==> src/verilog/video_timing_pkg.sv <==
// fixed 640x480 at one pixel per clock with both sync pulses active low and no runtime change of mode
package video_timing_pkg;

    // --------------------------------------------------------------------------
    // coordinate types
    // --------------------------------------------------------------------------

    // pixel position along a line, wide enough for the full 800 count
    typedef logic [9:0] h_coord_t;
    // line position within a frame, wide enough for the full 525 count
    typedef logic [9:0] v_coord_t;

    // --------------------------------------------------------------------------
    // horizontal timing in pixels
    // --------------------------------------------------------------------------

    localparam h_coord_t H_DISPLAY    = 10'd640;
    localparam h_coord_t H_FRONT      = 10'd16;
    localparam h_coord_t H_SYNC       = 10'd96;
    localparam h_coord_t H_BACK       = 10'd48;
    localparam h_coord_t H_TOTAL      = H_DISPLAY + H_FRONT + H_SYNC + H_BACK;
    // hsync low from 656 up to but not including 752
    localparam h_coord_t H_SYNC_START = H_DISPLAY + H_FRONT;
    localparam h_coord_t H_SYNC_END   = H_SYNC_START + H_SYNC;
    localparam h_coord_t H_LAST       = H_TOTAL - 10'd1;

    // --------------------------------------------------------------------------
    // vertical timing in lines
    // --------------------------------------------------------------------------

    localparam v_coord_t V_DISPLAY    = 10'd480;
    localparam v_coord_t V_FRONT      = 10'd10;
    localparam v_coord_t V_SYNC       = 10'd2;
    localparam v_coord_t V_BACK       = 10'd33;
    localparam v_coord_t V_TOTAL      = V_DISPLAY + V_FRONT + V_SYNC + V_BACK;
    localparam v_coord_t V_SYNC_START = V_DISPLAY + V_FRONT;
    localparam v_coord_t V_SYNC_END   = V_SYNC_START + V_SYNC;
    localparam v_coord_t V_LAST       = V_TOTAL - 10'd1;

endpackage
==> src/verilog/video_sync_counter.sv <==
// free running from reset with no enable; frame_start is high on the last count so the wrap edge loads
`timescale 1ns/100ps

module video_sync_counter import video_timing_pkg::*; (
    input  logic     clk,
    input  logic     rst,

    // current screen position, registered
    output h_coord_t xx,
    output v_coord_t yy,

    // sync and blanking, registered from the same count
    output logic     hsync,
    output logic     vsync,
    output logic     video_on,
    output logic     frame_start
);

    // --------------------------------------------------------------------------
    // next count
    // --------------------------------------------------------------------------

    h_coord_t h_next;
    v_coord_t v_next;
    logic     h_wrap;
    logic     v_wrap;

    assign h_wrap = (xx == H_LAST);
    assign v_wrap = (yy == V_LAST);

    always_comb begin
        h_next = xx + 10'd1;
        v_next = yy;
        if (h_wrap) begin
            h_next = '0;
            // the line count only moves at the end of a line
            if (v_wrap) begin
                v_next = '0;
            end else begin
                v_next = yy + 10'd1;
            end
        end
    end

    // --------------------------------------------------------------------------
    // registered outputs
    // --------------------------------------------------------------------------

    // every output is decoded from the next count
    // so all of them line up with xx and yy on the same edge
    always_ff @(posedge clk) begin
        if (rst) begin
            xx          <= '0;
            yy          <= '0;
            hsync       <= 1'b1;
            vsync       <= 1'b1;
            // (0,0) is visible
            video_on    <= 1'b1;
            frame_start <= 1'b0;
        end else begin
            xx          <= h_next;
            yy          <= v_next;
            hsync       <= ~((h_next >= H_SYNC_START) && (h_next < H_SYNC_END));
            vsync       <= ~((v_next >= V_SYNC_START) && (v_next < V_SYNC_END));
            video_on    <= (h_next < H_DISPLAY) && (v_next < V_DISPLAY);
            // high for the last pixel of the frame
            // so a copy made on this edge is live at (0,0)
            frame_start <= (h_next == H_LAST) && (v_next == V_LAST);
        end
    end

endmodule

==> config.mk <==
export PLATFORM = sky130hd
export DESIGN_NAME = video_sync_counter
export DESIGN_NICKNAME = d
export VERILOG_FILES = /design/src/verilog/video_timing_pkg.sv /design/src/verilog/video_sync_counter.sv
export SDC_FILE = /design/constraint.sdc
export NUM_CORES = 1
export LEC_CHECK = 0
export ABC_AREA = 1
export BUFFER_PORTS_ARGS = -buffer_cell sky130_fd_sc_hd__buf_2
export CORE_ASPECT_RATIO = 0.9
export CORE_UTILIZATION = 49
export DETAILED_ROUTE_END_ITERATION = 7
export PLACE_DENSITY_LB_ADDON = 0.12
export SETUP_SLACK_MARGIN = 0.1
export SYNTH_ARGS = -nofsm -noshare
export SYNTH_HDL_FRONTEND = slang
export SYNTH_SLANG_ARGS = --single-unit
==> constraint.sdc <==
create_clock -name clk -period 1.8 [get_ports clk]
set_clock_uncertainty 0.2 [all_clocks]
set_input_delay 0.36 -clock clk [delete_from_list [all_inputs] [get_ports clk]]
set_output_delay 0.36 -clock clk [all_outputs]
set_load 0.01 [all_outputs]
==> flow_summary.yaml, run 1 <==
cells_and_area:
  drive_gt1_frac: 0.399
  final_core_util: 0.793
  nNetsFinal: 310
  antennaDiodeCount: 0
  final-seq-area_um2: 497
  instances_no_fill: 343
  multi_input_area_um2: 976
  syn_to_final_growth_pct: 51.5
  fill_cells: 207
placed_design:
  gp_congestion: 0.895
  dp_cells: 327
  pre_cts_ws_ns: -0.123
  portBuffers: 25
  hpwlAfterDp_um: 2940
clock_network:
  cts_made_buffers: 3
  cts_root_buf: "clkbuf_4"
  worstSkewPairLatency_ns: 0.31
  cts_max_path_buffers: 2
  cts.clk_slew.worst_paths_ns: 0.13
  clock_sinks: 24
  cts_tree: "yes"
  ctsHoldBuffers: 0
  htree_num_levels: 1
synthesis:
  ys_warn_count: 0
  synth_ff_type: "dfxtp_1"
  netlist_area_mm2: 0.00146
  synth_compound_area_frac: 0.0428
  synth_top_family_by_area: "simple AND/OR/NAND/NOR gates"
  synth_top_area_frac: 0.328
  synth_seq_cells: 24
  synth_fa_ha_area_frac: 0.0342
  synth_cell_types: 25
  syn_area_per_cell_um2: 6.30
  yosys.area_share.simple: 0.449
  seq_area_frac_synth: 0.328
  yosys-top-cells-area: "dfxtp_1 (33%), nand2_1 (16%), nor2_1 (10%)"
  synth_edf_count: 0
  synth_nets: 238
  synthXorXnorAreaFrac: 0.0240
  async_reset_ff_frac: 0
  synth_mux_area_frac: 0
  postSynthCellCount: 232
  synth_top_area_cell: "dfxtp_1"
detailed_routing:
  drt_wl_total_um: 4760
  drt_iter0_markers: 167
  drtPass1Iterations: 5
  drc: 0
  antenna_left: 0
  wl_per_cell_um: 13.9
  via_count: 1811
  post_drt_via_cell_ratio: 5.28
power_and_ir_drop:
  sequentialPowerShare: 0.553
  clock_power_share: 0.394
  vdd_ir_drop_max_v: 0.000519
  swShare: 0.200
  power_frac_comb: 0.053
  power_mw: 0.976
  p_switching_mw: 0.195
  p_int_mw: 0.781
  p_leak_nw: 1.14
  power_density_mw_per_mm2: 440
outcome:
  violations: "setup timing"
  status: "complete, but fails checks"
min_path:
  hp-class: "primary input to flop"
  whs_path_depth: 2
floorplanning:
  coreArea_mm2: 0.00279
  dieArea_mm2: 0.00321
  die_w_um: 59.6
  initial_core_util: 0.524
  die_h_um: 53.8
  fp-row-count: 18
  ios: 26
timing:
  hold_violations: 0
  fin_crit_ns: 2.00
  max_freq_mhz: 501
  finalSetupViolCount: 6
  max_slew_margin: 0.801
  timing.final.crit_share: 1.11
  worstMarginPinSlew_ns: 0.298
  rsz0062_at_grt: "yes"
  fin_ws_ns: -0.197
  slew_viol_final: 0
critical_path:
  crit_cells: 11
  critPathCaptureType: "flop"
  crit_chain: "ha_4 > nand2_4 > nor2_4 > nand3_4 > nand2_1 > inv_1 > a21oi_2 > nand2_1 > nor2_1 > nand3_1 > nor3_2"
  path_buf_inv: 1
  cp_slowest_cell: "dfxtp_4"
  start_kind: "flop"
  r2r_cells: 11
  critPathKind: "flop to flop"
  crit_arrival_ns: 2.05
  worstPathRequired_ns: 1.85
  critPathMaxStageDelay_ns: 0.38
  path_max_fanout: 5
  cp_top_family: "simple AND/OR/NAND/NOR gates"
  crit_path_frequent_cell: "nand2_1"
global_route:
  antenna_found_initial: 0
  grt_util_all_layers: 0.263
  grt_overflow: 0
  grt_max_degree: 15
  grt_pass1_vias: 1366
  grt_pass1_wl_um: 6200
job:
  max_cap_violations: 0
cell usage after synthesis (2+ instances only):
cell,count
nand3_1,20
nand3b_1,2
nor2_2,2
nor2_1,39
o21bai_1,2
buf_6,2
dfxtp_1,24
nor2_4,2
ha_1,4
nand4_1,9
inv_1,34
o21ai_0,2
inv_2,4
nand2_1,64
xor2_1,2
o21ai_1,2
clkbuf_1,2
xnor2_1,2
a21oi_1,4
nand2_2,5
per-layer routing:
metal | track usage | vias up | wire [µm]
met2 | 0.376 | 112 | 2080
met4 | 0.0620 | 0 | 128
li1 | - | 870 | -
met1 | 0.403 | 811 | 2090
met3 | 0.0481 | 18 | 461
met5 | 0 | - | 0
final timing paths:
kind         startpoint          end  slack, ns
max reg2reg       xx[1]  frame_start      -0.20
min                 rst        yy[2]       0.19
max               xx[1]  frame_start      -0.20
min reg2reg       xx[0]        xx[0]       0.38
metrics by stage:
stage | cell area, µm² | hold slack, ns | setup TNS [ns]
after global placement | 1910 | 0.350 | -0.222
after floorplan | 1510 | 0.264 | 0
after global routing | 2220 | 0.176 | -1.57
after detailed placement | 1910 | 0.353 | -0.258
final | 2220 | 0.194 | -0.696
after CTS | 2060 | 0.134 | -0.0919
registers in the layout, summed over array words and instances, names as in the netlist:
name / cells
xx: 10
hsync: 1
vsync: 1
frame_start: 1
yy: 10
video_on: 1
what timing repair did:
action                                  CTS  global route
pin swaps                                 0            15
buffers inserted                          4             6
cloned                                    2             0
resized for setup                        12            29
endpoints found under the hold margin     0             0
endpoints found under the setup margin   10            14
logic make-up (layout without fill, tap and decap cells):
group | Yosys count | count (layout)
compound gates | 11 | 11
xor+xnor | 4 | 4
fa+ha+maj | 4 | 4
buf+inv | 43 | 113
flops | 24 | 24
simple gates | 146 | 147
power groups by stage:
stage / Clock, mW / Combinational (mW) / Sequential [mW]
3_3_place_gp: 0 / 0.0476 / 0.553
2_1_floorplan: 0 / 0.0201 / 0.559
3_5_place_dp: 0 / 0.0477 / 0.553
4_1_cts: 0.397 / 0.0495 / 0.541
6_report: 0.384 / 0.0515 / 0.540
5_1_grt: 0.414 / 0.0558 / 0.541
cell type report:
| class | instances | share of cell area |
|---|---|---|
| clock buffers | 3 | 0.0102 |
| repair buffers | 69 | 0.216 |
| inverters | 39 | 0.0695 |
| well taps | 40 | 0.0226 |
| clock inverters | 1 | 0.0136 |
| flip-flops and latches | 24 | 0.224 |
| repair inverters | 1 | 0.00395 |
| multi-input cells | 166 | 0.440 |
cell usage in the layout (no fill, tap or decap), drive strengths merged:
cell type,instances
a21o,1
a21oi,4
buf,69
bufinv,1
clkbuf,3
clkinv,2
dfxtp,24
ha,4
inv,38
nand2,69
nand3,22
nand3b,2
nand4,9
nor2,43
nor3,2
o21ai,4
o21bai,2
xnor2,2
xor2,2
No activity file was read; power rests on OpenSTA's default activity.
==> inputs of run 2 (changes only) <==
--- a/config.mk
+++ b/config.mk
@@ -10,6 +10,7 @@
 export CORE_ASPECT_RATIO = 0.9
 export CORE_UTILIZATION = 49
 export DETAILED_ROUTE_END_ITERATION = 7
+export GPL_TIMING_DRIVEN = 0
 export PLACE_DENSITY_LB_ADDON = 0.12
 export SETUP_SLACK_MARGIN = 0.1
 export SYNTH_ARGS = -nofsm -noshare
==> constraint.sdc (replaced) <==
create_clock -name clk -period 1.8 [get_ports clk]
set_clock_uncertainty 0.2 [all_clocks]
set_input_delay 0.18 -clock clk [delete_from_list [all_inputs] [get_ports clk]]
set_output_delay 0.18 -clock clk [all_outputs]
set_load 0.01 [all_outputs]
==> run 2 against run 1 <==
The flow still finishes with violations (setup timing); critical path depth is 1 higher; clock-buffer cell count stayed put; sequential share of layout area rose by 4.1 points; sequential cell count stayed put; setup slack better by 0.052 ns; via count is 16% lower; critical path type unchanged; cell area down 15%; first-iteration DRC count is 34% lower; register-to-register slack improved by 0.05 ns.
==> flow_summary.yaml, run 2 (synthesis gave the netlist of run 1 again) <==
outcome:
  status: "complete, but fails checks"
  violations: "setup timing"
detailed_routing:
  drt_iter0_markers: 111
  antenna_left: 0
  drt_wl_total_um: 3660
  post_drt_via_cell_ratio: 4.91
  drtPass1Iterations: 4
  via_count: 1517
  wl_per_cell_um: 11.8
  drc: 0
job:
  max_cap_violations: 0
clock_network:
  cts_tree: "yes"
  cts_root_buf: "clkbuf_4"
  cts.clk_slew.worst_paths_ns: 0.13
  worstSkewPairLatency_ns: 0.32
  cts_made_buffers: 3
  clock_sinks: 24
  cts_max_path_buffers: 2
  htree_num_levels: 1
critical_path:
  reg2reg_from: "xx[0]"
  r2r_cells: 12
  rrSetupSlack_ns: -0.14
  crit_arrival_ns: 2.00
  timing.rr.end: "frame_start"
  critPathCaptureType: "flop"
  path_max_fanout: 8
  worstPathRequired_ns: 1.86
  crit_end: "frame_start"
  start_kind: "flop"
  startpoint: "xx[0]"
  critPathKind: "flop to flop"
floorplanning:
  die_h_um: 53.8
  initial_core_util: 0.524
  fp-row-count: 18
  die_w_um: 59.6
  coreArea_mm2: 0.00279
  ios: 26
  dieArea_mm2: 0.00321
timing:
  fin_hold_ws_ns: 0.364
  rsz0062_at_grt: "yes"
  fin_crit_ns: 1.94
  max_slew_margin: 0.653
  fin_ws_ns: -0.145
  timing.final.crit_share: 1.08
  max_freq_mhz: 514
  setup_tns_ns: -0.327
  worstMarginPinSlew_ns: 0.521
  hold_violations: 0
  finalSetupViolCount: 3
  slew_viol_final: 0
global_route:
  grt_max_degree: 15
  use_met1: 0.364
  grt_use_met3: 0.0577
  grt_pass1_wl_um: 5710
  grt.met2_usage: 0.348
  grt_overflow: 0
  grt-busiest-layer: "met1"
  antenna_found_initial: 0
  grt_pass1_vias: 1248
  grt_util_all_layers: 0.241
power_and_ir_drop:
  sequentialPowerShare: 0.550
  vdd_ir_drop_max_v: 0.000634
  swShare: 0.209
  clock_power_share: 0.404
  power_density_mw_per_mm2: 521
  p_leak_nw: 0.944
  p_switching_mw: 0.205
  power_mw: 0.983
  p_int_mw: 0.778
  power_frac_comb: 0.046
placed_design:
  hpwlAfterDp_um: 2670
  pre_cts_ws_ns: -0.170
  gp_congestion: 0.812
  postPlaceCellArea_mm2: 0.00168
  dp_cells: 296
  portBuffers: 24
cells_and_area:
  reg.largest.list: "xx (10), yy (10)"
  fill_cells: 276
  syn_to_final_growth_pct: 28.9
  nNetsFinal: 276
  instances_no_fill: 309
  final_core_util: 0.675
  antennaDiodeCount: 0
  layout_common_cells: "nand2_1 (60), nor2_1 (37), inv_1 (31)"
  layout_commonest_cell: "nand2_1"
  stdcell_area_mm2: 0.00189
  drive_gt1_frac: 0.297
min_path:
  hp-class: "flop to flop"
==> run 2: cell type report <==
cell class	count	area, µm²	area share
Buffer	4	30.0	0.0159
Clock buffer	3	22.5	0.0119
Clock inverter	1	30.0	0.0159
Inverter	39	151	0.0803
Multi-Input combinational cell	165	911	0.483
Sequential cell	24	500	0.265
Tap cell	40	50.0	0.0265
Timing Repair Buffer	33	190	0.101
==> run 2: repair_timing <==
action,4_1_cts,5_1_grt
endpoints found under the hold margin,1,0
gates resized for setup,4,22
setup endpoints to repair,7,13
hold buffers,1,0
buffers inserted,2,6
pin swaps,1,12
==> run 2: power by group through the flow <==
stage / combinational (mW) / sequential (mW) / clock (mW)
after floorplan: 0.0201 / 0.559 / 0
after global placement: 0.0340 / 0.558 / 0
after detailed placement: 0.0341 / 0.558 / 0
after CTS: 0.0455 / 0.542 / 0.399
after global routing: 0.0505 / 0.541 / 0.426
final: 0.0457 / 0.540 / 0.397
==> run 2: worst max-delay path, stage by stage (launching register included) <==
cell and delay (ns):
dfxtp_4 0.38, ha_4 0.15, nand2_4 0.07, nor2_4 0.14
nand3_4 0.13, inv_4 0.07, buf_6 0.12, nand2_2 0.05
nand2_2 0.09, nand2_2 0.07, nor2_2 0.13, nand3_2 0.09
nor3_2 0.19
==> run 2: per-layer routing <==
layer / vias up / routed length [µm]
met5: - / 0
met4: 0 / 23
met3: 4 / 219
met2: 41 / 1570
met1: 677 / 1850
li1: 795 / -
==> run 2: worst min-delay path by stage <==
stage          start  endpoint  slack (ns)  cells past startpoint
4_1_cts        yy[0]     yy[0]        0.37                      2
5_1_grt        xx[0]     xx[0]        0.40                      2
3_3_place_gp   xx[0]     xx[0]        0.26                      1
6_report       xx[3]     xx[3]        0.36                      3
3_5_place_dp   xx[0]     xx[0]        0.27                      1
2_1_floorplan    rst     yy[0]        0.26                      2
==> inputs of run 3 (changes only) <==
==> constraint.sdc (replaced) <==
create_clock -name clk -period 1.7 [get_ports clk]
set_clock_uncertainty 0.2 [all_clocks]
set_input_delay 0.17 -clock clk [delete_from_list [all_inputs] [get_ports clk]]
set_output_delay 0.17 -clock clk [all_outputs]
set_load 0.01 [all_outputs]
==> run 3 against run 2 <==
The flow still finishes with violations (setup timing); combinational power grew 12%; utilization grew 3.0 points; clock power shrank 23%; sequential cell count is the same; fmax grew 0.85%; worst hold slack lost 0.0084 ns; setup slack lost 0.084 ns; non-clock buffer count grew 5; sequential share of layout area shrank 0.94 points; cell count grew 1.6%; register-to-register slack lost 0.08 ns; sequential power grew 5.7%; critical path type unchanged.
==> flow_summary.yaml, run 3 (synthesis gave the netlist of run 1 again) <==
critical_path:
  critPathCaptureType: "flop"
  worstPathRequired_ns: 1.74
  path_max_fanout: 5
  crit_arrival_ns: 1.97
  critPathKind: "flop to flop"
  rrSetupSlack_ns: -0.23
  start_kind: "flop"
clock_network:
  clock_sinks: 24
  cts_root_buf: "clkbuf_4"
  cts_tree: "yes"
  worstSkewPairLatency_ns: 0.32
  cts_max_path_buffers: 2
  cts_made_buffers: 3
  cts.clk_slew.worst_paths_ns: 0.14
  htree_num_levels: 1
global_route:
  grt_overflow: 0
  grt_pass1_wl_um: 5870
  antenna_found_initial: 0
  grt_util_all_layers: 0.246
  grt_pass1_vias: 1279
  grt_max_degree: 14
timing:
  max_slew_margin: 0.770
  timing.final.crit_share: 1.13
  finalSetupViolCount: 4
  slew_viol_final: 0
  max_freq_mhz: 519
  fin_crit_ns: 1.93
  worstMarginPinSlew_ns: 0.344
  fin_hold_ws_ns: 0.355
  hold_violations: 0
  fin_ws_ns: -0.229
  rsz0062_at_grt: "yes"
cells_and_area:
  reg.largest.list: "xx (10), yy (10)"
  layout_commonest_cell: "nand2_1"
  drive_gt1_frac: 0.358
  layout_common_cells: "nand2_1 (55), nor2_1 (33), inv_1 (31)"
  antennaDiodeCount: 0
  final_core_util: 0.705
  nNetsFinal: 281
  syn_to_final_growth_pct: 34.6
floorplanning:
  coreArea_mm2: 0.00279
  fp-row-count: 18
  initial_core_util: 0.524
  dieArea_mm2: 0.00321
  die_h_um: 53.8
  die_w_um: 59.6
  ios: 26
outcome:
  status: "complete, but fails checks"
  violations: "setup timing"
power_and_ir_drop:
  p_int_mw: 0.717
  p_leak_nw: 0.965
  vdd_ir_drop_max_v: 0.000478
  p_switching_mw: 0.211
  power_frac_comb: 0.055
  swShare: 0.227
  power_density_mw_per_mm2: 471
  power_mw: 0.927
  clock_power_share: 0.329
  sequentialPowerShare: 0.616
detailed_routing:
  drtPass1Iterations: 4
  drc: 0
  via_count: 1566
  drt_iter0_markers: 96
  post_drt_via_cell_ratio: 4.99
  wl_per_cell_um: 12.0
  drt_wl_total_um: 3770
  antenna_left: 0
job:
  max_cap_violations: 0
placed_design:
  gp_congestion: 0.822
  pre_cts_ws_ns: -0.201
  hpwlAfterDp_um: 2630
  portBuffers: 24
min_path:
  hp-class: "flop to flop"
[run 3: worst paths after layout]
check             start          end  depth (start not counted)
setup / recovery  xx[1]  frame_start                         11
hold / removal    yy[0]        yy[0]                          2
setup reg to reg  xx[1]  frame_start                         11
hold reg to reg   yy[0]        yy[0]                          2
[run 3: power by group through the flow]
| stage | sequential [mW] | combinational, mW | clock [mW] |
|---|---|---|---|
| 2_1_floorplan | 0.592 | 0.0213 | 0 |
| 3_3_place_gp | 0.591 | 0.0357 | 0 |
| 3_5_place_dp | 0.591 | 0.0365 | 0 |
| 4_1_cts | 0.574 | 0.0506 | 0.310 |
| 5_1_grt | 0.572 | 0.0570 | 0.333 |
| 6_report | 0.571 | 0.0511 | 0.305 |
[run 3: routing by layer]
layer / vias to the layer above / part of all wire / track usage / routed length [µm]
met4: 0 / 0 / 0.0233 / 0
met5: - / 0 / 0 / 0
met1: 701 / 0.50 / 0.371 / 1870
met3: 0 / 0.076 / 0.0433 / 287
li1: 804 / - / - / -
met2: 61 / 0.43 / 0.376 / 1610
[run 3: cell type report]
type / count / area, µm²
Multi-Input combinational cell: 165 / 953
Buffer: 4 / 35.0
Sequential cell: 24 / 504
Inverter: 39 / 151
Timing Repair Buffer: 38 / 239
Fill cell: 242 / 823
Clock buffer: 4 / 36.3
Tap cell: 40 / 50.0
[run 3: timing repair]
action / in CTS / in global routing
setup buffers: 10 / 2
gates cloned: 1 / 0
pin swaps: 7 / 13
resized for setup: 19 / 25
endpoints found under the setup margin: 15 / 23
hold endpoints to repair: 2 / 0
hold buffers: 1 / 0
[run 3: per-stage QoR]
step                      cell area, µm²  TNS [ns]  cells
final                               1970    -0.619    314
after CTS                           1880    -0.548    312
after floorplan                     1520         0    232
after detailed placement            1690    -0.606    296
after global routing                1970     -1.14    314
after global placement              1690    -0.637    296
[run 3: worst max-delay path, cell delays in order (launching register included)]
cell and delay, ns:
dfxtp_4 0.37, ha_4 0.16, nand2_4 0.07, nor2_4 0.05, nand3_4 0.13, clkinv_4 0.08, buf_6 0.13, nand4_1 0.14
nand2_2 0.09, nor2_1 0.14, nand3_2 0.10, nor3_2 0.20
