### src/verilog/sprite_pkg.sv
// one 32x32 sprite in 12-bit colour; host bus is write only and register offsets above 3 are ignored
package sprite_pkg;

    // --------------------------------------------------------------------------
    // pixel and sprite geometry
    // --------------------------------------------------------------------------

    localparam int RGB_W = 12;
    // 4 bits each of red, green, blue with red in the top nibble
    typedef logic [RGB_W-1:0] rgb_t;

    localparam int SPRITE_HSIZE = 32;
    localparam int SPRITE_VSIZE = 32;
    // row stride in the RAM is a power of two so the multiply is a shift
    localparam int SPRITE_SHIFT = 5;

    localparam int SPRITE_AW    = 10;
    localparam int SPRITE_DEPTH = 1 << SPRITE_AW;
    typedef logic [SPRITE_AW-1:0] sprite_addr_t;

    // --------------------------------------------------------------------------
    // host bus and register map
    // --------------------------------------------------------------------------

    localparam int HOST_AW      = 11;
    // top address bit picks the register file over the sprite RAM
    localparam int HOST_REG_BIT = HOST_AW - 1;
    typedef logic [HOST_AW-1:0] host_addr_t;
    typedef logic [15:0]        host_data_t;

    // register offset, the low host address bits below the select bit
    typedef logic [HOST_REG_BIT-1:0] reg_off_t;
    localparam reg_off_t REG_X0  = 10'd0;
    localparam reg_off_t REG_Y0  = 10'd1;
    localparam reg_off_t REG_BG  = 10'd2;
    localparam reg_off_t REG_KEY = 10'd3;

    typedef enum logic [1:0] {
        HOST_IDLE,
        HOST_WRITE,
        HOST_WAIT_REL
    } host_state_t;

endpackage

### src/verilog/video_timing_pkg.sv
// fixed 640x480 at one pixel per clock with both sync pulses active low and no runtime change of mode
package video_timing_pkg;

    // --------------------------------------------------------------------------
    // coordinate types
    // --------------------------------------------------------------------------

    // pixel position along a line, wide enough for the full 800 count
    typedef logic [9:0] h_coord_t;
    // line position within a frame, wide enough for the full 525 count
    typedef logic [9:0] v_coord_t;

    // --------------------------------------------------------------------------
    // horizontal timing in pixels
    // --------------------------------------------------------------------------

    localparam h_coord_t H_DISPLAY    = 10'd640;
    localparam h_coord_t H_FRONT      = 10'd16;
    localparam h_coord_t H_SYNC       = 10'd96;
    localparam h_coord_t H_BACK       = 10'd48;
    localparam h_coord_t H_TOTAL      = H_DISPLAY + H_FRONT + H_SYNC + H_BACK;
    // hsync low from 656 up to but not including 752
    localparam h_coord_t H_SYNC_START = H_DISPLAY + H_FRONT;
    localparam h_coord_t H_SYNC_END   = H_SYNC_START + H_SYNC;
    localparam h_coord_t H_LAST       = H_TOTAL - 10'd1;

    // --------------------------------------------------------------------------
    // vertical timing in lines
    // --------------------------------------------------------------------------

    localparam v_coord_t V_DISPLAY    = 10'd480;
    localparam v_coord_t V_FRONT      = 10'd10;
    localparam v_coord_t V_SYNC       = 10'd2;
    localparam v_coord_t V_BACK       = 10'd33;
    localparam v_coord_t V_TOTAL      = V_DISPLAY + V_FRONT + V_SYNC + V_BACK;
    localparam v_coord_t V_SYNC_START = V_DISPLAY + V_FRONT;
    localparam v_coord_t V_SYNC_END   = V_SYNC_START + V_SYNC;
    localparam v_coord_t V_LAST       = V_TOTAL - 10'd1;

endpackage
### src/verilog/sprite_host_port.sv
// host must hold addr and data until ack falls; only the low 10 data bits reach x0 and y0
`timescale 1ns/100ps

module sprite_host_port import video_timing_pkg::*, sprite_pkg::*; (
    input  logic         clk,
    input  logic         rst,

    // four-phase req/ack host bus
    input  logic         host_req,
    input  host_addr_t   host_addr,
    input  host_data_t   host_wdata,
    output logic         host_ack,

    input  logic         frame_start,

    // sprite RAM write port
    output logic         ram_we,
    output sprite_addr_t ram_addr,
    output rgb_t         ram_din,

    // control registers
    output h_coord_t     x0,
    output v_coord_t     y0,
    output rgb_t         bg_rgb,
    output rgb_t         key_rgb
);

    host_state_t state;
    logic        is_reg;
    logic        reg_we;
    reg_off_t    reg_off;
    // origin staged by the host, copied to x0 and y0 between frames
    h_coord_t    x0_stage;
    v_coord_t    y0_stage;

    // --------------------------------------------------------------------------
    // handshake FSM
    // --------------------------------------------------------------------------

    // idle -> write for exactly one cycle -> wait for req to drop
    always_ff @(posedge clk) begin
        if (rst) begin
            state <= HOST_IDLE;
        end else begin
            case (state)
                HOST_IDLE: begin
                    if (host_req) begin
                        state <= HOST_WRITE;
                    end
                end
                HOST_WRITE: state <= HOST_WAIT_REL;
                HOST_WAIT_REL: begin
                    // a slow host parks the port here
                    if (!host_req) begin
                        state <= HOST_IDLE;
                    end
                end
                default: state <= HOST_IDLE;
            endcase
        end
    end

    // ack trails the state by one edge
    // rises 2 cycles after req is seen, falls 1 cycle after req drops
    always_ff @(posedge clk) begin
        if (rst) begin
            host_ack <= 1'b0;
        end else begin
            host_ack <= (state == HOST_WAIT_REL);
        end
    end

    // --------------------------------------------------------------------------
    // write decode
    // --------------------------------------------------------------------------

    // addr and data are held stable by the host for the whole transfer
    assign is_reg   = host_addr[HOST_REG_BIT];
    assign reg_off  = reg_off_t'(host_addr);
    assign ram_we   = (state == HOST_WRITE) && !is_reg;
    assign reg_we   = (state == HOST_WRITE) && is_reg;
    assign ram_addr = sprite_addr_t'(host_addr);
    assign ram_din  = rgb_t'(host_wdata);

    always_ff @(posedge clk) begin
        if (rst) begin
            x0_stage <= '0;
            y0_stage <= '0;
            x0       <= '0;
            y0       <= '0;
            bg_rgb   <= '0;
            key_rgb  <= '0;
        end else begin
            // colours apply at once, offsets past REG_KEY fall through
            if (reg_we) begin
                case (reg_off)
                    REG_X0:  x0_stage <= h_coord_t'(host_wdata);
                    REG_Y0:  y0_stage <= v_coord_t'(host_wdata);
                    REG_BG:  bg_rgb   <= rgb_t'(host_wdata);
                    REG_KEY: key_rgb  <= rgb_t'(host_wdata);
                    default: ;
                endcase
            end
            // new origin only between frames, no tearing
            if (frame_start) begin
                x0 <= x0_stage;
                y0 <= y0_stage;
            end
        end
    end

endmodule

### config.mk
export PLATFORM = sky130hd
export DESIGN_NAME = sprite_host_port
export DESIGN_NICKNAME = d
export VERILOG_FILES = /design/src/verilog/sprite_pkg.sv /design/src/verilog/video_timing_pkg.sv /design/src/verilog/sprite_host_port.sv
export SDC_FILE = /design/constraint.sdc
export NUM_CORES = 1
export LEC_CHECK = 0
export CORE_MARGIN = 2
export CORE_UTILIZATION = 60
export CTS_CLUSTER_DIAMETER = 40
export DETAILED_ROUTE_END_ITERATION = 7
export DONT_BUFFER_PORTS = 1
export PLACE_DENSITY = 0.73
export REMOVE_ABC_BUFFERS = 1
export SLEW_MARGIN = 20
export SYNTH_ARGS = -nofsm -noshare
export SYNTH_HDL_FRONTEND = slang
export SYNTH_SLANG_ARGS = --single-unit
### constraint.sdc
create_clock -name clk -period 4.11 [get_ports clk]
set_clock_uncertainty 0.05 [all_clocks]
set_input_delay 1.233 -clock clk [delete_from_list [all_inputs] [get_ports clk]]
set_output_delay 1.233 -clock clk [all_outputs]
set_load 0.02 [all_outputs]
==> results.md, run 1 <==
* Initial Utilization at 63.0%
* Setup crit end kind: primary output
* Final setup fails at 0
* Async SR Flop Fraction at 0%
* Final clock period utilization by the worst path at 69.2%
* Worst skew pair latency at 0.32 ns
* H-Tree Depth at 3
* Multi-input gate area at 1220 µm²
* CP top delay family: simple AND/OR/NAND/NOR gates
* Hpwl dp at 3450 µm
* # fillers at 358
* Commonest cells after routing, fill and taps aside: dfxtp_1, mux2i_1, nand2b_1, nor2_1, clkbuf_8
* Crit path buffers/inverters at 0
* Post-layout util at 64.4%
* Grt met3 use at 6.67%
* Power density cells at 433 nW/µm²
* Number of global-route vias before repair at 1693
* CP max stage cell: nor2_1
* Placed inst area at 2630 µm²
* Busiest grt layer: met2
* CP startpoint kind: input pin
* Kind of critical path: in2out
* Normalized max-slew margin at 39.9%
* Die ar. at 5190 µm²
* Register-to-Register Setup Slack at 1.86 ns
* Sw power at 0.250 mW
* Slew @ Worst Pin at 0.899 ns
* Sw Share at 20.3%
* Register area share after synthesis at 48.2%
* Clock power frac at 44.8%
* Largest net degree at the start of global routing at 80
* Seq cells post-synth at 67
* Fin nets at 270
* Final Cell Area at 2840 µm²
* Hold Vio Cnt, Final at 0
* Antenna Cells at 0
* Clock Path Buffers at 2
* Worst Hold Class: reg2reg
* Hold buffers post-CTS at 0
* Share of cells above drive strength 1 at 7.79%
* Max-slew violations at 0
* Final setup margin at 1.27 ns
* Sequential Power Share at 53.0%
* Post-CTS Resized at 0
* Input/output buffers at 0
* Total number of vias at 1673
* Max frequency at 352 MHz
* FP Rows at 24
* Mapped Cells at 264
* Core ar. at 4410 µm²
* Logic pwr share at 2.2%
* Wire length per cell at 17.3 µm
* DRC viols at 0
* Synth Cell Area at 2780 µm²
* Leak pwr at 1.25 nW
* Die Y at 72.1 µm
* DIE WIDTH at 72.1 µm
* Synth Flop Type: dfxtp_1
* GR Util All Layers at 20.9%
* Max-Cap Viols at 0
* Placed cells at 280
* Worst-path clk slew at 0.07 ns
* Yosys cell types at 23
* CP arrival at 1.56 ns
* Worst Path Required at 2.83 ns
* First-pass GRT wire length at 8280 µm
* Routing usage on met1 at 24.6%
* Setup bufs post-CTS at 0
* CTS tree: done
* CP cell instances: nor2_1
* Met2 usage at 34.7%
* Post-route ant nets at 0
* Initial antenna violation count at 0
* Area Overhead vs Synth at 2.25%
* Pre-antenna DRT Iters at 4
* Critical Path Fanout Max at 3
* Setup TNS at 0 ns
* Mean area per synthesized cell at 10.5 µm²
* WHS at 0.430 ns
* Vias/cell at 5.65
* Initial drt markers at 53
* Status: completed
* I/O pins at 99
* Internal power consumption at 0.982 mW
* Register area at 1340 µm²
* Total CTS buffers at 9
* EDFF count, synth at 0
* Synthesis Warnings at 0
* CP max stage delay at 0.33 ns
* Post-Route WL at 5120 µm
* Place WS at 0.940 ns
* CTS sink count at 67
* Design Power at 1.23 mW
* Maximum VDD drop at 0.232 mV
* RSZ-0062 raised after global routing: no
* Total gr overflow at 0
* Root Driver: clkbuf_8
* Finished Layout Cells at 296
* RD Place Congestion at 0.739
* Most common cell after layout, fill and taps aside: dfxtp_1
* Period minus WS final at 2.84 ns
worst paths after layout:
check                      startpoint                       end  cells after the start
max                     host_addr[10]                    ram_we                      1
min          y0_stage[6]$_SDFFE_PP0P_  y0_stage[6]$_SDFFE_PP0P_                      2
max reg2reg     state[1]$_SDFFE_PP0P_   key_rgb[0]$_SDFFE_PP0P_                      3
min reg2reg  y0_stage[6]$_SDFFE_PP0P_  y0_stage[6]$_SDFFE_PP0P_                      2
routing by layer:
layer | vias to the layer above | wire [µm]
met4 | 0 | 100
met2 | 49 | 2550
met1 | 809 | 2150
met5 | - | 0
met3 | 11 | 314
li1 | 804 | -
synth_stat cells (2+ instances only):
cell type	n	share of area, %
buf_2	2	0.36
nor2_1	22	3.0
buf_4	22	5.9
clkbuf_1	12	1.6
dfxtp_1	67	48
nand4_1	2	0.45
mux2i_1	64	23
nand2b_1	58	13
power groups by stage:
stage / Combinational (mW) / Sequential, mW / Clock, mW
after floorplan: 0.0244 / 0.667 / 0
after global placement: 0.0263 / 0.667 / 0
after detailed placement: 0.0276 / 0.667 / 0
after CTS: 0.0277 / 0.652 / 0.567
after global routing: 0.0294 / 0.652 / 0.597
final: 0.0273 / 0.653 / 0.552
registers in the layout (all words and copies together), names as in the netlist:
name,cells
x0_stage,10
key_rgb,12
y0,10
host_ack,1
bg_rgb,12
x0,10
state,2
y0_stage,10
cell families (layout without fill, tap and decap cells):
family / count (synthesis) / after routing / share of synthesized area (%)
mux: 64 / 64 / 23.0
compound gates: 1 / 1 / 0.180
flops: 67 / 67 / 48.2
simple gates: 95 / 95 / 20.2
buf+inv: 37 / 17 / 8.33
cell type report:
class	instances	area share [%]
multi-input cells	160	42.8
flip-flops and latches	67	47.2
clock inverters	5	2.16
repair buffers	1	0.264
clock buffers	11	5.33
well taps	52	2.29
(Power assumes the default switching activity.)
==> run 2, diff against run 1 <==
- ABC_AREA: not set -> 1
- CORE_UTILIZATION: 60 -> 56
- PLACE_DENSITY: 0.73 -> 0.71
- clock period: 4.11 -> 2.6 ns (I/O delays scaled with it)
==> run 2 against run 1 <==
Against the previous run: count of clock-buffer cells in the layout down 1; non-clock buffer count grew 7; utilization shrank 4.7 points; critical path type is now reg2out; highest routed layer unchanged.
==> results.md, run 2 <==
* Status: completed
* Kind of critical path: reg2out
* Most numerous cell in the Yosys netlist: nor2_1
* H-Tree Depth at 3
* Setup bufs post-CTS at 0
* WHS at 0.378 ns
* # fillers at 507
* Post-route ant nets at 0
* Worst skew pair latency at 0.34 ns
* Root Driver: clkbuf_8
* Dominant cells by area after synthesis: dfxtp_1, nor2_1, a21oi_1
* Multiplexer area fraction after synthesis at 0%
* Synth Flop Type: dfxtp_1
* Share of cells above drive strength 1 at 7.61%
* Critical Path Fanout Max at 2
* Post-synth top cells: nor2_1, dfxtp_1, nand2_1
* DIE WIDTH at 75.3 µm
* Design Power at 1.90 mW
* First-pass GRT wire length at 8730 µm
* Input/output buffers at 0
* Die ar. at 5670 µm²
* Slew @ Worst Pin at 0.678 ns
* Max-slew violations at 0
* Maximum VDD drop at 0.435 mV
* Synth Area in Simple Gates at 28.2%
* Multi-input gate area at 1130 µm²
* CP arrival at 1.18 ns
* Synthesis Warnings at 0
* Largest family of logic cells by synthesized area: simple AND/OR/NAND/NOR gates
* Die Y at 75.3 µm
* Commonest cells after routing, fill and taps aside: nor2_1, dfxtp_1, nand2_1, a21oi_1, nand3_1
* RSZ-0062 raised after global routing: no
* CTS tree: done
* Core ar. at 4820 µm²
* Area leader, netlist: dfxtp_1
* Total number of vias at 2297
* Total CTS buffers at 9
* CTS sink count at 67
* Initial Utilization at 59.1%
* Most common cell after layout, fill and taps aside: nor2_1
* Worst Hold Class: reg2reg
* Largest net degree at the start of global routing at 89
* FP Rows at 25
* Antenna Cells at 0
* Setup crit end kind: primary output
* Hold Vio Cnt, Final at 0
* Final setup fails at 0
* Worst Path Required at 1.77 ns
* Worst-path clk slew at 0.07 ns
* XOR/XNOR share of the synthesized area at 0%
* Area Overhead vs Synth at 0.878%
* Number of global-route vias before repair at 2009
* Register area share after synthesis at 47.1%
* Initial antenna violation count at 0
* Setup TNS at 0 ns
* Regs by FF count: bg_rgb: 12 flops, key_rgb: 12 flops
* Pre-antenna DRT Iters at 4
* Mean area per synthesized cell at 7.21 µm²
* Hpwl dp at 3400 µm
* Max frequency at 498 MHz
* Yosys cell types at 15
* Seq cells post-synth at 67
* Period minus WS final at 2.01 ns
* Synth Area in Adders at 0%
* Compound-Gate Fraction of Synth Area at 11.4%
* Total gr overflow at 0
* RD Place Congestion at 0.691
* Wire length per cell at 12.8 µm
* Power density cells at 661 nW/µm²
* Leak pwr at 1.18 nW
* Synth Cell Area at 2850 µm²
* Max-Cap Viols at 0
* Normalized max-slew margin at 54.7%
* Mapped Cells at 395
* EDFF count, synth at 0
* Async SR Flop Fraction at 0%
* Vias/cell at 5.28
* I/O pins at 99
* DRC viols at 0
* Fin nets at 395
* Post-Route WL at 5570 µm
* Post-CTS Resized at 0
* Final clock period utilization by the worst path at 77.2%
* GR Util All Layers at 20.8%
* Clock Path Buffers at 2
* Hold buffers post-CTS at 0
* Synth top area share at 47.1%
* Initial drt markers at 105
* CP startpoint kind: register
* Register area at 1340 µm²
==> run 2: cell count changes after synthesis, moves of 21 or more <==
cell / previous run / this run
a21oi_1: 1 / 44
mux2i_1: 64 / 0
nand2_1: 1 / 54
nand2b_1: 58 / 0
nand3_1: 0 / 44
nor2_1: 22 / 92
o21ai_0: 0 / 21
==> run 2: final cells by class <==
type / count / share of cell area, %
sequential: 67 / 46.7
multi-input combinational: 260 / 39.3
clock buffer: 10 / 4.79
timing repair buffer: 8 / 2.96
tap: 67 / 2.92
inverter: 18 / 2.35
clock inverter: 5 / 1.04
==> run 2: worst max-delay path, cell delays in order, from the launching register on <==
cell and delay (ns):
dfxtp_1 0.34, inv_1 0.06, nor2_2 0.09, inv_1 0.05, nor2_1 0.29
==> run 2: kinds of logic (layout without fill, tap and decap cells) <==
| logic type | Yosys count | after routing |
|---|---|---|
| AND/OR/NAND/NOR | 195 | 195 |
| buffers and inverters | 68 | 41 |
| flip-flops | 67 | 67 |
| AO/OA/AOI/OAI | 65 | 65 |
==> run 2: stage by stage <==
step / std cells / setup WS [ns] / utilization [%] / cell area [µm²]
after detailed placement: 420 / 0.690 / 56.2 / 2710
after global placement: 420 / 0.686 / 56.2 / 2710
after CTS: 435 / 0.566 / 59.7 / 2870
after global routing: 435 / 0.517 / 59.7 / 2870
final: 435 / 0.593 / 59.7 / 2870
after floorplan: 345 / 0.254 / - / 2540
==> run 2: final timing paths <==
check	startpoint	to	slack [ns]	depth (start not counted)
max reg2reg	state[0]$_SDFFE_PP0P_	key_rgb[5]$_SDFFE_PP0P_	1.17	8
max	state[0]$_SDFFE_PP0P_	ram_we	0.59	4
min reg2reg	state[0]$_SDFFE_PP0P_	state[0]$_SDFFE_PP0P_	0.38	1
min	state[0]$_SDFFE_PP0P_	state[0]$_SDFFE_PP0P_	0.38	1
==> run 2: power by group <==
part	total, mW	switching, mW	internal [mW]
Clock	0.737	0.376	0.361
Combinational	0.0912	0.0626	0.0285
Sequential	1.07	0.0295	1.04
Total	1.90	0.468	1.43
==> run 2: per-layer routing <==
layer  track usage [%]  share of wire [%]  wire length [µm]
met5                 0                  0                 0
met3              9.92                7.1               394
met2              34.1                 48              2650
met4              8.58               0.95                53
met1              23.2                 44              2470
==> run 3, diff against run 2 <==
- CORE_UTILIZATION: 56 -> 60
- PLACE_DENSITY: 0.71 -> 0.73
- clock period: 2.6 -> 2 ns (I/O delays scaled with it)
==> run 3 against run 2 <==
Against the previous run: highest routed layer unchanged; via count is 2.4% lower; first-iteration DRC count is 58% higher; non-clock buffer count is 1 lower; worst setup slack worse by 0.44 ns; sequential share of layout area is 0.24 points lower; utilization is 2.3 points higher.
==> results.md, run 3 (synthesis results as in run 2) <==
* CP cell instances: inv_1, nor2_2, inv_1, nor2_1
* Sequential Power Share at 53.1%
* I/O pins at 99
* Initial Utilization at 61.1%
* Worst skew pair latency at 0.34 ns
* CTS tree: done
* Number of global-route vias before repair at 1932
* Root Driver: clkbuf_8
* CP top delay family: simple AND/OR/NAND/NOR gates
* Clock power frac at 42.4%
* CP max stage cell: dfxtp_1
* CP arrival at 1.19 ns
* RD Place Congestion at 0.793
* Leak pwr at 1.19 nW
* CP startpoint kind: register
* First-pass GRT wire length at 8800 µm
* Setup bufs post-CTS at 0
* DIE WIDTH at 72.9 µm
* Max-slew violations at 0
* FP Rows at 25
* Placed cells at 406
* Initial antenna violation count at 0
* Core ar. at 4660 µm²
* Finished Layout Cells at 421
* CTS sink count at 67
* Logic pwr share at 4.5%
* Share of cells above drive strength 1 at 6.81%
* Total CTS buffers at 9
* Maximum VDD drop at 0.766 mV
* Worst-path clk slew at 0.07 ns
* Pre-antenna DRT Iters at 4
* Power density cells at 909 nW/µm²
* Largest net degree at the start of global routing at 47
* Crit path buffers/inverters at 2
* Final clock period utilization by the worst path at 92.1%
* Area Overhead vs Synth at 1.41%
* Hold Vio Cnt, Final at 0
* Initial drt markers at 166
* Internal power consumption at 2.03 mW
* Status: completed
* Max-Cap Viols at 0
* Die ar. at 5320 µm²
* Max frequency at 543 MHz
* Post-Route WL at 5490 µm
* Post-route ant nets at 0
* Period minus WS final at 1.84 ns
* Regs by FF count: bg_rgb: 12 flops, key_rgb: 12 flops
* RSZ-0062 raised after global routing: no
* Sw power at 0.596 mW
* Total gr overflow at 0
* Antenna Cells at 0
* Wire length per cell at 13.0 µm
* Most common cell after layout, fill and taps aside: nor2_1
* Vias/cell at 5.32
* Clock Path Buffers at 2
* DRC viols at 0
* Worst path most repeated cell: inv_1
* Post-layout util at 62.0%
* Die Y at 72.9 µm
* Commonest cells after routing, fill and taps aside: nor2_1, dfxtp_1, nand2_1, a21oi_1, nand3_1
* Worst Path Required at 1.35 ns
* Sw Share at 22.7%
* Final setup margin at 0.158 ns
* Slew @ Worst Pin at 0.591 ns
* Normalized max-slew margin at 60.5%
* Fin nets at 394
* Total number of vias at 2241
* H-Tree Depth at 3
* Input/output buffers at 0
* Post-CTS Resized at 0
* Setup crit end kind: primary output
* Final setup fails at 0
* Hold buffers post-CTS at 0
* Place WS at 0.402 ns
* Critical Path Fanout Max at 2
* Design Power at 2.63 mW
* GR Util All Layers at 21.5%
* Worst Hold Class: in2reg
* CP max stage delay at 0.34 ns
* Hpwl dp at 3370 µm
* Kind of critical path: reg2out
[run 3: worst paths after layout]
path	startpoint	endpoint	slack, ns	cells after the start
setup / recovery	state[0]$_SDFFE_PP0P_	ram_we	0.16	4
setup reg to reg	state[0]$_SDFFE_PP0P_	bg_rgb[9]$_SDFFE_PP0P_	0.66	8
hold reg to reg	state[0]$_SDFFE_PP0P_	state[0]$_SDFFE_PP0P_	0.38	1
hold / removal	rst	host_ack$_SDFF_PP0_	0.28	1
[run 3: layout make-up]
class | count | area (µm²)
Timing Repair Buffer | 7 | 90.1
Fill cell | 444 | 1770
Multi-Input combinational cell | 260 | 1130
Tap cell | 54 | 67.6
Clock buffer | 13 | 159
Clock inverter | 2 | 35.0
Inverter | 18 | 67.6
Sequential cell | 67 | 1340
[run 3: per-stage QoR]
stage / TNS (ns) / instance area (µm²) / hold slack [ns]
floorplan: -7.31 / 2540 / 0.345
global placement: 0 / 2700 / 0.354
detailed placement: 0 / 2700 / 0.358
CTS: 0 / 2890 / 0.266
global route: 0 / 2890 / 0.273
finish: 0 / 2890 / 0.279
[run 3: power by group through the flow]
stage                     Sequential, mW  Combinational [mW]  Clock, mW
after floorplan                     1.42              0.0906          0
after global placement              1.42               0.118          0
after detailed placement            1.42               0.120          0
after CTS                           1.39               0.121       1.14
after global routing                1.40               0.139       1.19
final                               1.39               0.119       1.11
[run 3: per-layer routing]
metal | track usage, % | part of all wire [%] | vias up
li1 | - | - | 1174
met1 | 27.5 | 48 | 1000
met2 | 32.3 | 45 | 57
met3 | 7.04 | 5.2 | 10
met4 | 11.1 | 2.2 | 0
met5 | 0 | 0 | -
